$ cat src/rtl/wts_pkg.sv
// Widths, sample and register types, slot enum and frame constants
// shared by the wave table mixer
package wts_pkg;

	// ----------------------------------------
	// Sizes

	localparam int num_channels = 6;

	// 32 samples per wave
	localparam int wave_len_bits = 5;

	// Upper bits pick the channel and lower bits the sample
	localparam int ram_addr_bits = 8;

	// ----------------------------------------
	// Data and register types

	typedef logic signed [7:0] sample_t;
	typedef logic [3:0] volume_t;

	// Bit 1 enables the left side and bit 0 the right side
	typedef logic [1:0] enable_t;

	typedef logic [11:0] freq_t;
	typedef logic [11:0] out_t;

	// Six playback slots and one slot reserved for the CPU
	typedef enum logic [2:0] {
		slot_ch_a,
		slot_ch_b,
		slot_ch_c,
		slot_ch_d,
		slot_ch_e,
		slot_ch_f,
		slot_cpu
	} slot_t;

	localparam int frame_len = 7;

	// Offset-binary silence
	localparam out_t out_midpoint = 12'h800;

endpackage

$ cat src/rtl/wts_channel_volume.sv
// Volume scaling and left/right routing of the channel in flight
`timescale 1ns/10ps

module wts_channel_volume (
	input  logic clk,
	input  logic nreset,
	input  wts_pkg::slot_t slot,
	input  logic sounding,
	input  wts_pkg::sample_t ram_q,
	input  wts_pkg::volume_t reg_volume [wts_pkg::num_channels],
	input  wts_pkg::enable_t reg_enable [wts_pkg::num_channels],
	output wts_pkg::sample_t left_part,
	output wts_pkg::sample_t right_part,
	output wts_pkg::slot_t part_slot
);
	import wts_pkg::*;

	slot_t slot_d;
	logic sounding_d;
	logic [ram_addr_bits-wave_len_bits-1:0] ch;
	volume_t vol;
	enable_t en;
	logic signed [12:0] product;
	sample_t scaled;

	// Slot and gate line up with the RAM output
	always_ff @(posedge clk) begin
		if (!nreset) begin
			slot_d <= slot_cpu;
			sounding_d <= 1'b0;
		end else begin
			slot_d <= slot;
			sounding_d <= sounding;
		end
	end

	always_comb begin
		ch = (slot_d == slot_cpu) ? '0 : slot_d;
		vol = reg_volume[ch];
		en = reg_enable[ch];
		product = ram_q * $signed({1'b0, vol});
		scaled = sample_t'(product >>> 4);
	end

	always_ff @(posedge clk) begin
		if (!nreset) begin
			left_part <= '0;
			right_part <= '0;
			part_slot <= slot_ch_f;
		end else begin
			left_part <= (sounding_d && en[1]) ? scaled : '0;
			right_part <= (sounding_d && en[0]) ? scaled : '0;
			part_slot <= slot_d;
		end
	end

	// Tags leave in frame order
	assert property (@(posedge clk) disable iff (!nreset)
		part_slot != slot_cpu |=> part_slot == slot_t'($past(part_slot) + 3'd1))
		else $error("wts_channel_volume: slot tag out of order");

	assert property (@(posedge clk) disable iff (!nreset)
		part_slot == slot_cpu |=> part_slot == slot_ch_a)
		else $error("wts_channel_volume: frame did not wrap to channel A");

endmodule

$ cat src/rtl/wts_cpu_access.sv
// CPU request latch for the wave RAM with done and read data strobes
`timescale 1ns/10ps

module wts_cpu_access (
	input  logic clk,
	input  logic nreset,
	input  wts_pkg::slot_t slot,
	input  logic [wts_pkg::ram_addr_bits-wts_pkg::wave_len_bits-1:0] sram_id,
	input  logic [wts_pkg::wave_len_bits-1:0] sram_a,
	input  wts_pkg::sample_t sram_d,
	input  logic sram_oe,
	input  logic sram_we,
	output logic [wts_pkg::ram_addr_bits-1:0] cpu_addr,
	output wts_pkg::sample_t cpu_wdata,
	output logic cpu_we,
	input  wts_pkg::sample_t ram_q,
	output wts_pkg::sample_t sram_q,
	output logic sram_q_en,
	output logic sram_done
);
	import wts_pkg::*;

	logic pend_rd;
	logic pend_wr;
	logic [ram_addr_bits-1:0] pend_addr;
	sample_t pend_data;
	sample_t q_hold;
	logic service;

	// A pending request is carried out in the CPU slot
	assign service = (slot == slot_cpu) && (pend_rd || pend_wr);

	always_ff @(posedge clk) begin
		if (!nreset) begin
			pend_rd <= 1'b0;
			pend_wr <= 1'b0;
		end else if (sram_oe || sram_we) begin
			pend_rd <= sram_oe;
			pend_wr <= sram_we;
		end else if (service) begin
			pend_rd <= 1'b0;
			pend_wr <= 1'b0;
		end
	end

	always_ff @(posedge clk) begin
		if (sram_oe || sram_we) begin
			pend_addr <= {sram_id, sram_a};
			pend_data <= sram_d;
		end
	end

	// ----------------------------------------
	// Completion one cycle after the CPU slot

	always_ff @(posedge clk) begin
		if (!nreset) begin
			sram_done <= 1'b0;
			sram_q_en <= 1'b0;
		end else begin
			sram_done <= service;
			sram_q_en <= service && pend_rd;
		end
	end

	// Read data stays visible until the next read
	always_ff @(posedge clk) begin
		if (sram_q_en) begin
			q_hold <= ram_q;
		end
	end

	assign sram_q = sram_q_en ? ram_q : q_hold;
	assign cpu_addr = pend_addr;
	assign cpu_wdata = pend_data;
	assign cpu_we = pend_wr && (slot == slot_cpu);

	// The master waits for sram_done before its next request
	assert property (@(posedge clk) disable iff (!nreset)
		(sram_oe || sram_we) |-> !(pend_rd || pend_wr))
		else $error("wts_cpu_access: new request while one is pending");

endmodule

$ cat src/rtl/wts_mixer.sv
// Wave table mixer top level with six channels sharing one wave RAM
`timescale 1ns/10ps

module wts_mixer (
	input  logic clk,
	input  logic nreset,
	input  logic key_on [wts_pkg::num_channels],
	input  logic key_off [wts_pkg::num_channels],
	input  wts_pkg::volume_t reg_volume [wts_pkg::num_channels],
	input  wts_pkg::enable_t reg_enable [wts_pkg::num_channels],
	input  wts_pkg::freq_t reg_frequency_count [wts_pkg::num_channels],
	input  logic [wts_pkg::ram_addr_bits-wts_pkg::wave_len_bits-1:0] sram_id,
	input  logic [wts_pkg::wave_len_bits-1:0] sram_a,
	input  wts_pkg::sample_t sram_d,
	input  logic sram_oe,
	input  logic sram_we,
	output wts_pkg::sample_t sram_q,
	output logic sram_q_en,
	output logic sram_done,
	output wts_pkg::out_t left_out,
	output wts_pkg::out_t right_out
);
	import wts_pkg::*;

	slot_t slot;
	logic [ram_addr_bits-1:0] play_addr;
	logic sounding;
	logic [ram_addr_bits-1:0] cpu_addr;
	sample_t cpu_wdata;
	logic cpu_we;
	sample_t ram_q;
	sample_t left_part;
	sample_t right_part;
	slot_t part_slot;

	// ----------------------------------------
	// Slot timing and wave addresses

	wts_wave_sequencer u_wave_sequencer (
		.clk                 (clk),
		.nreset              (nreset),
		.key_on              (key_on),
		.key_off             (key_off),
		.reg_frequency_count (reg_frequency_count),
		.slot                (slot),
		.play_addr           (play_addr),
		.sounding            (sounding)
	);

	wts_cpu_access u_cpu_access (
		.clk       (clk),
		.nreset    (nreset),
		.slot      (slot),
		.sram_id   (sram_id),
		.sram_a    (sram_a),
		.sram_d    (sram_d),
		.sram_oe   (sram_oe),
		.sram_we   (sram_we),
		.cpu_addr  (cpu_addr),
		.cpu_wdata (cpu_wdata),
		.cpu_we    (cpu_we),
		.ram_q     (ram_q),
		.sram_q    (sram_q),
		.sram_q_en (sram_q_en),
		.sram_done (sram_done)
	);

	wts_wave_ram u_wave_ram (
		.clk       (clk),
		.slot      (slot),
		.play_addr (play_addr),
		.cpu_addr  (cpu_addr),
		.cpu_wdata (cpu_wdata),
		.cpu_we    (cpu_we),
		.ram_q     (ram_q)
	);

	// ----------------------------------------
	// Volume, panning and frame sum

	wts_channel_volume u_channel_volume (
		.clk        (clk),
		.nreset     (nreset),
		.slot       (slot),
		.sounding   (sounding),
		.ram_q      (ram_q),
		.reg_volume (reg_volume),
		.reg_enable (reg_enable),
		.left_part  (left_part),
		.right_part (right_part),
		.part_slot  (part_slot)
	);

	wts_stereo_accum u_stereo_accum (
		.clk        (clk),
		.nreset     (nreset),
		.left_part  (left_part),
		.right_part (right_part),
		.part_slot  (part_slot),
		.left_out   (left_out),
		.right_out  (right_out)
	);

endmodule

$ cat src/rtl/wts_stereo_accum.sv
// Frame accumulator for left and right contributions,
// with offset-binary output registers
`timescale 1ns/10ps

module wts_stereo_accum (
	input  logic clk,
	input  logic nreset,
	input  wts_pkg::sample_t left_part,
	input  wts_pkg::sample_t right_part,
	input  wts_pkg::slot_t part_slot,
	output wts_pkg::out_t left_out,
	output wts_pkg::out_t right_out
);
	import wts_pkg::*;

	out_t sum_left;
	out_t sum_right;
	out_t left_ext;
	out_t right_ext;

	// ----------------------------------------
	// Sign extension to the sum width

	assign left_ext = {{4{left_part[7]}}, left_part};
	assign right_ext = {{4{right_part[7]}}, right_part};

	// ----------------------------------------
	// Running sums

	always_ff @(posedge clk) begin
		if (!nreset) begin
			sum_left <= '0;
			sum_right <= '0;
		end else if (part_slot == slot_cpu) begin
			// The CPU tag closes the frame and starts a new one
			sum_left <= '0;
			sum_right <= '0;
		end else begin
			sum_left <= sum_left + left_ext;
			sum_right <= sum_right + right_ext;
		end
	end

	// ----------------------------------------
	// Output registers

	// Inverting the sign bit turns two's complement into offset binary
	always_ff @(posedge clk) begin
		if (!nreset) begin
			left_out <= out_midpoint;
			right_out <= out_midpoint;
		end else if (part_slot == slot_cpu) begin
			left_out <= {~sum_left[11], sum_left[10:0]};
			right_out <= {~sum_right[11], sum_right[10:0]};
		end
	end

	// The CPU slot never carries a channel contribution
	assert property (@(posedge clk) disable iff (!nreset)
		part_slot == slot_cpu |-> (left_part == '0 && right_part == '0))
		else $error("wts_stereo_accum: contribution tagged with the CPU slot");

endmodule

$ cat src/rtl/wts_wave_ram.sv
// Single-port 256 x 8 wave RAM shared by playback and the CPU slot
`timescale 1ns/10ps

module wts_wave_ram (
	input  logic clk,
	input  wts_pkg::slot_t slot,
	input  logic [wts_pkg::ram_addr_bits-1:0] play_addr,
	input  logic [wts_pkg::ram_addr_bits-1:0] cpu_addr,
	input  wts_pkg::sample_t cpu_wdata,
	input  logic cpu_we,
	output wts_pkg::sample_t ram_q
);
	import wts_pkg::*;

	sample_t mem [2**ram_addr_bits];
	logic [ram_addr_bits-1:0] addr;

	// The CPU owns the port only in its own slot
	assign addr = (slot == slot_cpu) ? cpu_addr : play_addr;

	// Read before write on the same address
	always_ff @(posedge clk) begin
		if (cpu_we) begin
			mem[addr] <= cpu_wdata;
		end
		ram_q <= mem[addr];
	end

endmodule

$ cat src/rtl/wts_wave_sequencer.sv
// Frame slot counter with per-channel frequency counters,
// wave indexes and key state
`timescale 1ns/10ps

module wts_wave_sequencer (
	input  logic clk,
	input  logic nreset,
	input  logic key_on [wts_pkg::num_channels],
	input  logic key_off [wts_pkg::num_channels],
	input  wts_pkg::freq_t reg_frequency_count [wts_pkg::num_channels],
	output wts_pkg::slot_t slot,
	output logic [wts_pkg::ram_addr_bits-1:0] play_addr,
	output logic sounding
);
	import wts_pkg::*;

	logic [wave_len_bits-1:0] wave_index [num_channels];
	freq_t freq_cnt [num_channels];
	logic [num_channels-1:0] playing;
	logic [ram_addr_bits-wave_len_bits-1:0] cur_ch;

	// ----------------------------------------
	// Slot counter

	always_ff @(posedge clk) begin
		if (!nreset) begin
			slot <= slot_ch_a;
		end else if (slot == slot_cpu) begin
			slot <= slot_ch_a;
		end else begin
			slot <= slot_t'(slot + 3'd1);
		end
	end

	// The CPU slot parks on channel A so the index stays in range
	always_comb begin
		cur_ch = (slot == slot_cpu) ? '0 : slot;
	end

	// ----------------------------------------
	// Per-channel wave position

	always_ff @(posedge clk) begin
		if (!nreset) begin
			for (int i = 0; i < num_channels; i++) begin
				wave_index[i] <= '0;
				freq_cnt[i] <= '0;
			end
			playing <= '0;
		end else begin
			for (int i = 0; i < num_channels; i++) begin
				if (key_on[i]) begin
					wave_index[i] <= '0;
					freq_cnt[i] <= reg_frequency_count[i];
					playing[i] <= 1'b1;
				end else if (key_off[i]) begin
					playing[i] <= 1'b0;
				end else if (playing[i] && slot != slot_cpu && cur_ch == i) begin
					// One count per frame, taken in the channel's own slot
					if (freq_cnt[i] == '0) begin
						freq_cnt[i] <= reg_frequency_count[i];
						wave_index[i] <= wave_index[i] + 1'b1;
					end else begin
						freq_cnt[i] <= freq_cnt[i] - 1'b1;
					end
				end
			end
		end
	end

	// ----------------------------------------
	// Address and gate of the channel in this slot

	always_comb begin
		play_addr = {cur_ch, wave_index[cur_ch]};
		sounding = playing[cur_ch] && (slot != slot_cpu);
	end

endmodule

$ cat config.mk
export PLATFORM = sky130hd
export DESIGN_NAME = wts_mixer
export DESIGN_NICKNAME = d
export VERILOG_FILES = /design/src/rtl/wts_pkg.sv /design/src/rtl/wts_channel_volume.sv /design/src/rtl/wts_cpu_access.sv /design/src/rtl/wts_mixer.sv /design/src/rtl/wts_stereo_accum.sv /design/src/rtl/wts_wave_ram.sv /design/src/rtl/wts_wave_sequencer.sv
export SDC_FILE = /design/constraint.sdc
export NUM_CORES = 2
export LEC_CHECK = 0
export ABC_CLOCK_PERIOD_IN_PS = 10900
export BUFFER_PORTS_ARGS = -buffer_cell sky130_fd_sc_hd__buf_2
export CORE_AREA = 2 2 795 401
export CTS_CLUSTER_DIAMETER = 100
export CTS_CLUSTER_SIZE = 12
export DETAILED_ROUTE_END_ITERATION = 10
export DIE_AREA = 0 0 797 403
export PLACE_DENSITY = 0.46
export SLEW_MARGIN = 10
export SYNTH_ARGS = -nofsm -noshare
export SYNTH_HDL_FRONTEND = slang
export SYNTH_HIERARCHICAL = 1
export SYNTH_SLANG_ARGS = --single-unit
export TNS_END_PERCENT = 50
$ cat constraint.sdc
create_clock -name clk -period 10.9 [get_ports clk]
set_input_delay 1.09 -clock clk [delete_from_list [all_inputs] [get_ports clk]]
set_output_delay 1.09 -clock clk [all_outputs]
set_load 0.05 [all_outputs]
==> reports/qor.yml <==
run_status:
  run_status: "finished clean"
routing:
  drt_iter0_drc: 8122
  drt-total-wl_mm: 313.2
  num_vias: 61450
  avgViaCountPerCell: 5.290
  wire_per_inst_um: 26.96
  drtPass1Iterations: 7
  drcViolationCount: 0
  final_antenna_net_count: 0
timing:
  achievable-frequency_ghz: 0.1313
  tns_ps: 0
  final.period_utilization: 0.6988
  slew-limit-headroom: 0.09211
  fin_skew_ps: 95.33
  worstMarginPinSlew_ps: 1344
  rsz0062_at_grt: "false"
  report.final.setup_viol: 0
  final-max-slew-violation-count: 0
  fin_crit_ps: 7617
  hold_violations: 0
  holdWs_ps: 362.3
  final_critical_path_setup_slack_ps: 3283
global_routing:
  largest_net_degree_at_the_start_of_global_routing: 170
  gr-usage-all-layers: 0.1889
  globalRoute.totalOverflow: 0
  grt_pass1_wl_mm: 441.5
  grt_pass1_vias: 57330
  grt_antenna_before_repair: 22
setup_path:
  slowest_delay_ps: 910
  r2r_setup_slack_ps: 3280
  cp-end-kind: "register"
  cp_data_arrival_time_ps: 8330
  cp_cell_sequence: "ha_1 > a21bo_2 > inv_1 > a22o_1 > a211oi_1 > a31oi_4 > buf_4 > a21oi_4 > buf_12 > buf_12 > mux2i_1 > a32oi_1 > nand4_1 > nand3_1 > nor4_1 > nand4_1"
  worstPathRequired_ps: 11610
  path_class: "register to register"
  critical_path.max_fanout: 169
  worst_setup_path_start_kind: "register"
  critical_path_top_delay_cell: "sky130_fd_sc_hd__nor4_1"
synth:
  ys_ff_latch: 2266
  ys.flop_type: "sky130_fd_sc_hd__edfxtp_1"
  synthDistinctLibCells: 104
  avgSynthCellArea_um2: 13.01
  synth_async_sr_flop_share: 0
  syn_area_um2: 93860
  synth_enable_flop_cells: 2166
  synth_top_cell_by_area: "sky130_fd_sc_hd__edfxtp_1"
  synth_seq_area_share: 0.7143
  synthesis.nets: 7434
  synth_top_area_frac: 0.6930
  postSynthCellCount: 7215
  yosysWarningCount: 6
  netlist_top_cells_area: "sky130_fd_sc_hd__edfxtp_1 69%, sky130_fd_sc_hd__nand2_1 6.3%, sky130_fd_sc_hd__a21oi_1 2.5%"
clocking:
  root_buffer: "sky130_fd_sc_hd__clkbuf_16"
  clock_transition_time_at_the_flip_flop_clock_pins_of_the_worst_setup_and_hold_paths_ps: 70
  cts.hold.buffers_added: 0
  cts.repair_timing.setup_buffer_count: 0
  cells_resized_by_post_cts_repair: 0
  clk_path_buf_depth: 4
  cts-buffers-inserted: 215
  clock_sink_count: 2266
  clock_latency_ps: 930
  cts_max_level: 4
  cts_tree: "done"
placed_design:
  port_buffers: 173
  place.gp.congestion: 0.8511
  dp_hpwl_mm: 199.4
  dpl-instance-area_um2: 99440
  placed_cells: 11290
  worst_setup_slack_before_clock_tree_synthesis_ps: 3382
floorplanning:
  floorplan.initialDensity: 0.2982
  core_area_um2: 314700
  core.rowCount: 146
  die_h_um: 403
  die_width_um: 797
  ioPinCount: 174
  die_area_um2: 321200
finish:
  layout-area-overhead-vs-synth_pct: 12.22
  utilization: 0.3346
  post_layout_nonfiller_instances: 11620
  final_design_area_no_fill_um2: 105300
  n_fill_cell: 30820
  number_of_nets_in_the_finished_design: 7512
  post_route_cells_drive_above_1_share: 0.08874
power:
  leakage_nw: 34.37
  power.density_cell_area_nw_per_um2: 190.1
  power_mw: 20.02
  vdd.ir_drop.worst_mv: 0.1383
hold_path:
  timing.hold.worst.class: "input pin to register"
job:
  drv_cap: 0
==> layer usage <==
metal  vias up  routed length, µm  global-route usage
met3       298              39070             0.07655
met4        10               4131             0.02868
met2      2613             114200              0.2316
li1      27110                  -                   -
met1     31420             155700              0.3052
met5         -                 68                   0
==> final timing paths <==
kind	startpoint	to	cells past startpoint
min reg2reg	u_stereo_accum/left_out[6]$_SDFFE_PN0P_	u_stereo_accum/left_out[6]$_SDFFE_PN0P_	2
max	u_wave_sequencer/slot[1]$_SDFF_PP0_	u_wave_ram/ram_q[7]$_DFF_P_	16
max reg2reg	u_wave_sequencer/slot[1]$_SDFF_PP0_	u_wave_ram/ram_q[7]$_DFF_P_	16
min	sram_id[0]	u_cpu_access/cpu_addr[5]$_DFFE_PN_	1
==> report_power, final <==
group	switching (mW)	leakage, nW	total, mW	internal [mW]
Clock	3.25	2.82	6.88	3.63
Combinational	2.44	11.1	3.31	0.866
Sequential	0.135	20.5	9.84	9.70
Total	5.82	34.4	20.0	14.2
==> flip-flops by register name, indices dropped and copies added (netlist names) <==
name,count
u_wave_sequencer/wave_index,30
u_wave_sequencer/freq_cnt,72
u_cpu_access/sram_q_en,1
u_channel_volume/right_part,8
u_stereo_accum/sum_right,12
u_cpu_access/cpu_addr,8
u_stereo_accum/left_out,12
u_stereo_accum/right_out,12
u_channel_volume/left_part,8
u_wave_sequencer/slot,3
u_channel_volume/sounding_d,1
u_wave_ram/mem,2048
u_wave_ram/ram_q,8
u_cpu_access/q_hold,8
u_wave_sequencer/playing,6
u_cpu_access/cpu_wdata,8
u_cpu_access/pend_wr,1
u_stereo_accum/sum_left,12
u_cpu_access/pend_rd,1
u_channel_volume/part_slot,3
u_channel_volume/slot_d,3
u_cpu_access/sram_done,1
==> cells by family (layout without fill, tap and decap cells) <==
logic type      after synthesis  count (layout)  synth area share
compound gates             1231            1231           0.08838
other cells                   0               5                 0
buf+inv                     553             730           0.02584
fa+ha+maj                    79              79           0.01189
flops                      2266            2266            0.7143
xor+xnor                     90              90          0.008558
simple gates               2824            2824            0.1318
mux                         172             172           0.01921
==> worst max-delay path: cells and delay by family, from the launching register on <==
kind	cells	cell delay, ps
multiplexers	1	270
AO/OA/AOI/OAI	6	1710
AND/OR/NAND/NOR	4	2060
adder cells (fa/ha/maj)	1	430
flip-flops	1	890
buffers and inverters	4	1730
==> synth_stat cells, types with 34 or more instances <==
cell and number:
sky130_fd_sc_hd__edfxtp_1 2166, sky130_fd_sc_hd__nand2_1 1577, sky130_fd_sc_hd__a21oi_1 467, sky130_fd_sc_hd__nand3_1 465, sky130_fd_sc_hd__nor2_1 366, sky130_fd_sc_hd__clkbuf_1 190, sky130_fd_sc_hd__buf_2 178, sky130_fd_sc_hd__a211oi_1 161
sky130_fd_sc_hd__mux2i_1 152, sky130_fd_sc_hd__nand4_1 125, sky130_fd_sc_hd__a22oi_1 105, sky130_fd_sc_hd__dfxtp_1 100, sky130_fd_sc_hd__a31oi_1 89, sky130_fd_sc_hd__a32oi_1 87, sky130_fd_sc_hd__inv_1 87, sky130_fd_sc_hd__a221oi_1 78
sky130_fd_sc_hd__buf_1 71, sky130_fd_sc_hd__ha_1 62, sky130_fd_sc_hd__nor2b_1 56, sky130_fd_sc_hd__nor3_1 47, sky130_fd_sc_hd__xor2_1 45, sky130_fd_sc_hd__xnor2_1 44, sky130_fd_sc_hd__nor4_1 35, sky130_fd_sc_hd__o2111ai_1 34
==> final cells by class <==
| cell class | count | area, µm² | share of cell area |
|---|---|---|---|
| diodes | 5 | 12.51 | 0.0001188 |
| clock buffers | 311 | 5804 | 0.05511 |
| clock inverters | 5 | 50.05 | 0.0004752 |
| inverters | 90 | 337.8 | 0.003207 |
| multi-input cells | 4396 | 24640 | 0.2339 |
| flip-flops and latches | 2266 | 67040 | 0.6365 |
| well taps | 4218 | 5278 | 0.05011 |
| repair buffers | 324 | 2165 | 0.02055 |
==> placed cells by master, fill, tap and decap left out, types with 19 or more instances in the layout <==
cell type and instances:
sky130_fd_sc_hd__a211oi_1 161, sky130_fd_sc_hd__a21boi_0 23, sky130_fd_sc_hd__a21oi_1 466, sky130_fd_sc_hd__a221oi_1 78
sky130_fd_sc_hd__a22oi_1 105, sky130_fd_sc_hd__a31oi_1 88, sky130_fd_sc_hd__a32oi_1 87, sky130_fd_sc_hd__and3_1 24
sky130_fd_sc_hd__buf_2 172, sky130_fd_sc_hd__buf_4 139, sky130_fd_sc_hd__clkbuf_1 93, sky130_fd_sc_hd__clkbuf_16 218
sky130_fd_sc_hd__dfxtp_1 100, sky130_fd_sc_hd__edfxtp_1 2166, sky130_fd_sc_hd__ha_1 62, sky130_fd_sc_hd__inv_1 87
sky130_fd_sc_hd__mux2i_1 151, sky130_fd_sc_hd__nand2_1 1574, sky130_fd_sc_hd__nand2b_1 19, sky130_fd_sc_hd__nand3_1 463
sky130_fd_sc_hd__nand4_1 125, sky130_fd_sc_hd__nor2_1 360, sky130_fd_sc_hd__nor2b_1 56, sky130_fd_sc_hd__nor3_1 44
sky130_fd_sc_hd__nor4_1 26, sky130_fd_sc_hd__o2111ai_1 34, sky130_fd_sc_hd__o21ai_0 31, sky130_fd_sc_hd__xnor2_1 44
sky130_fd_sc_hd__xor2_1 45
Note: power is estimated with default switching activity, not from simulation.
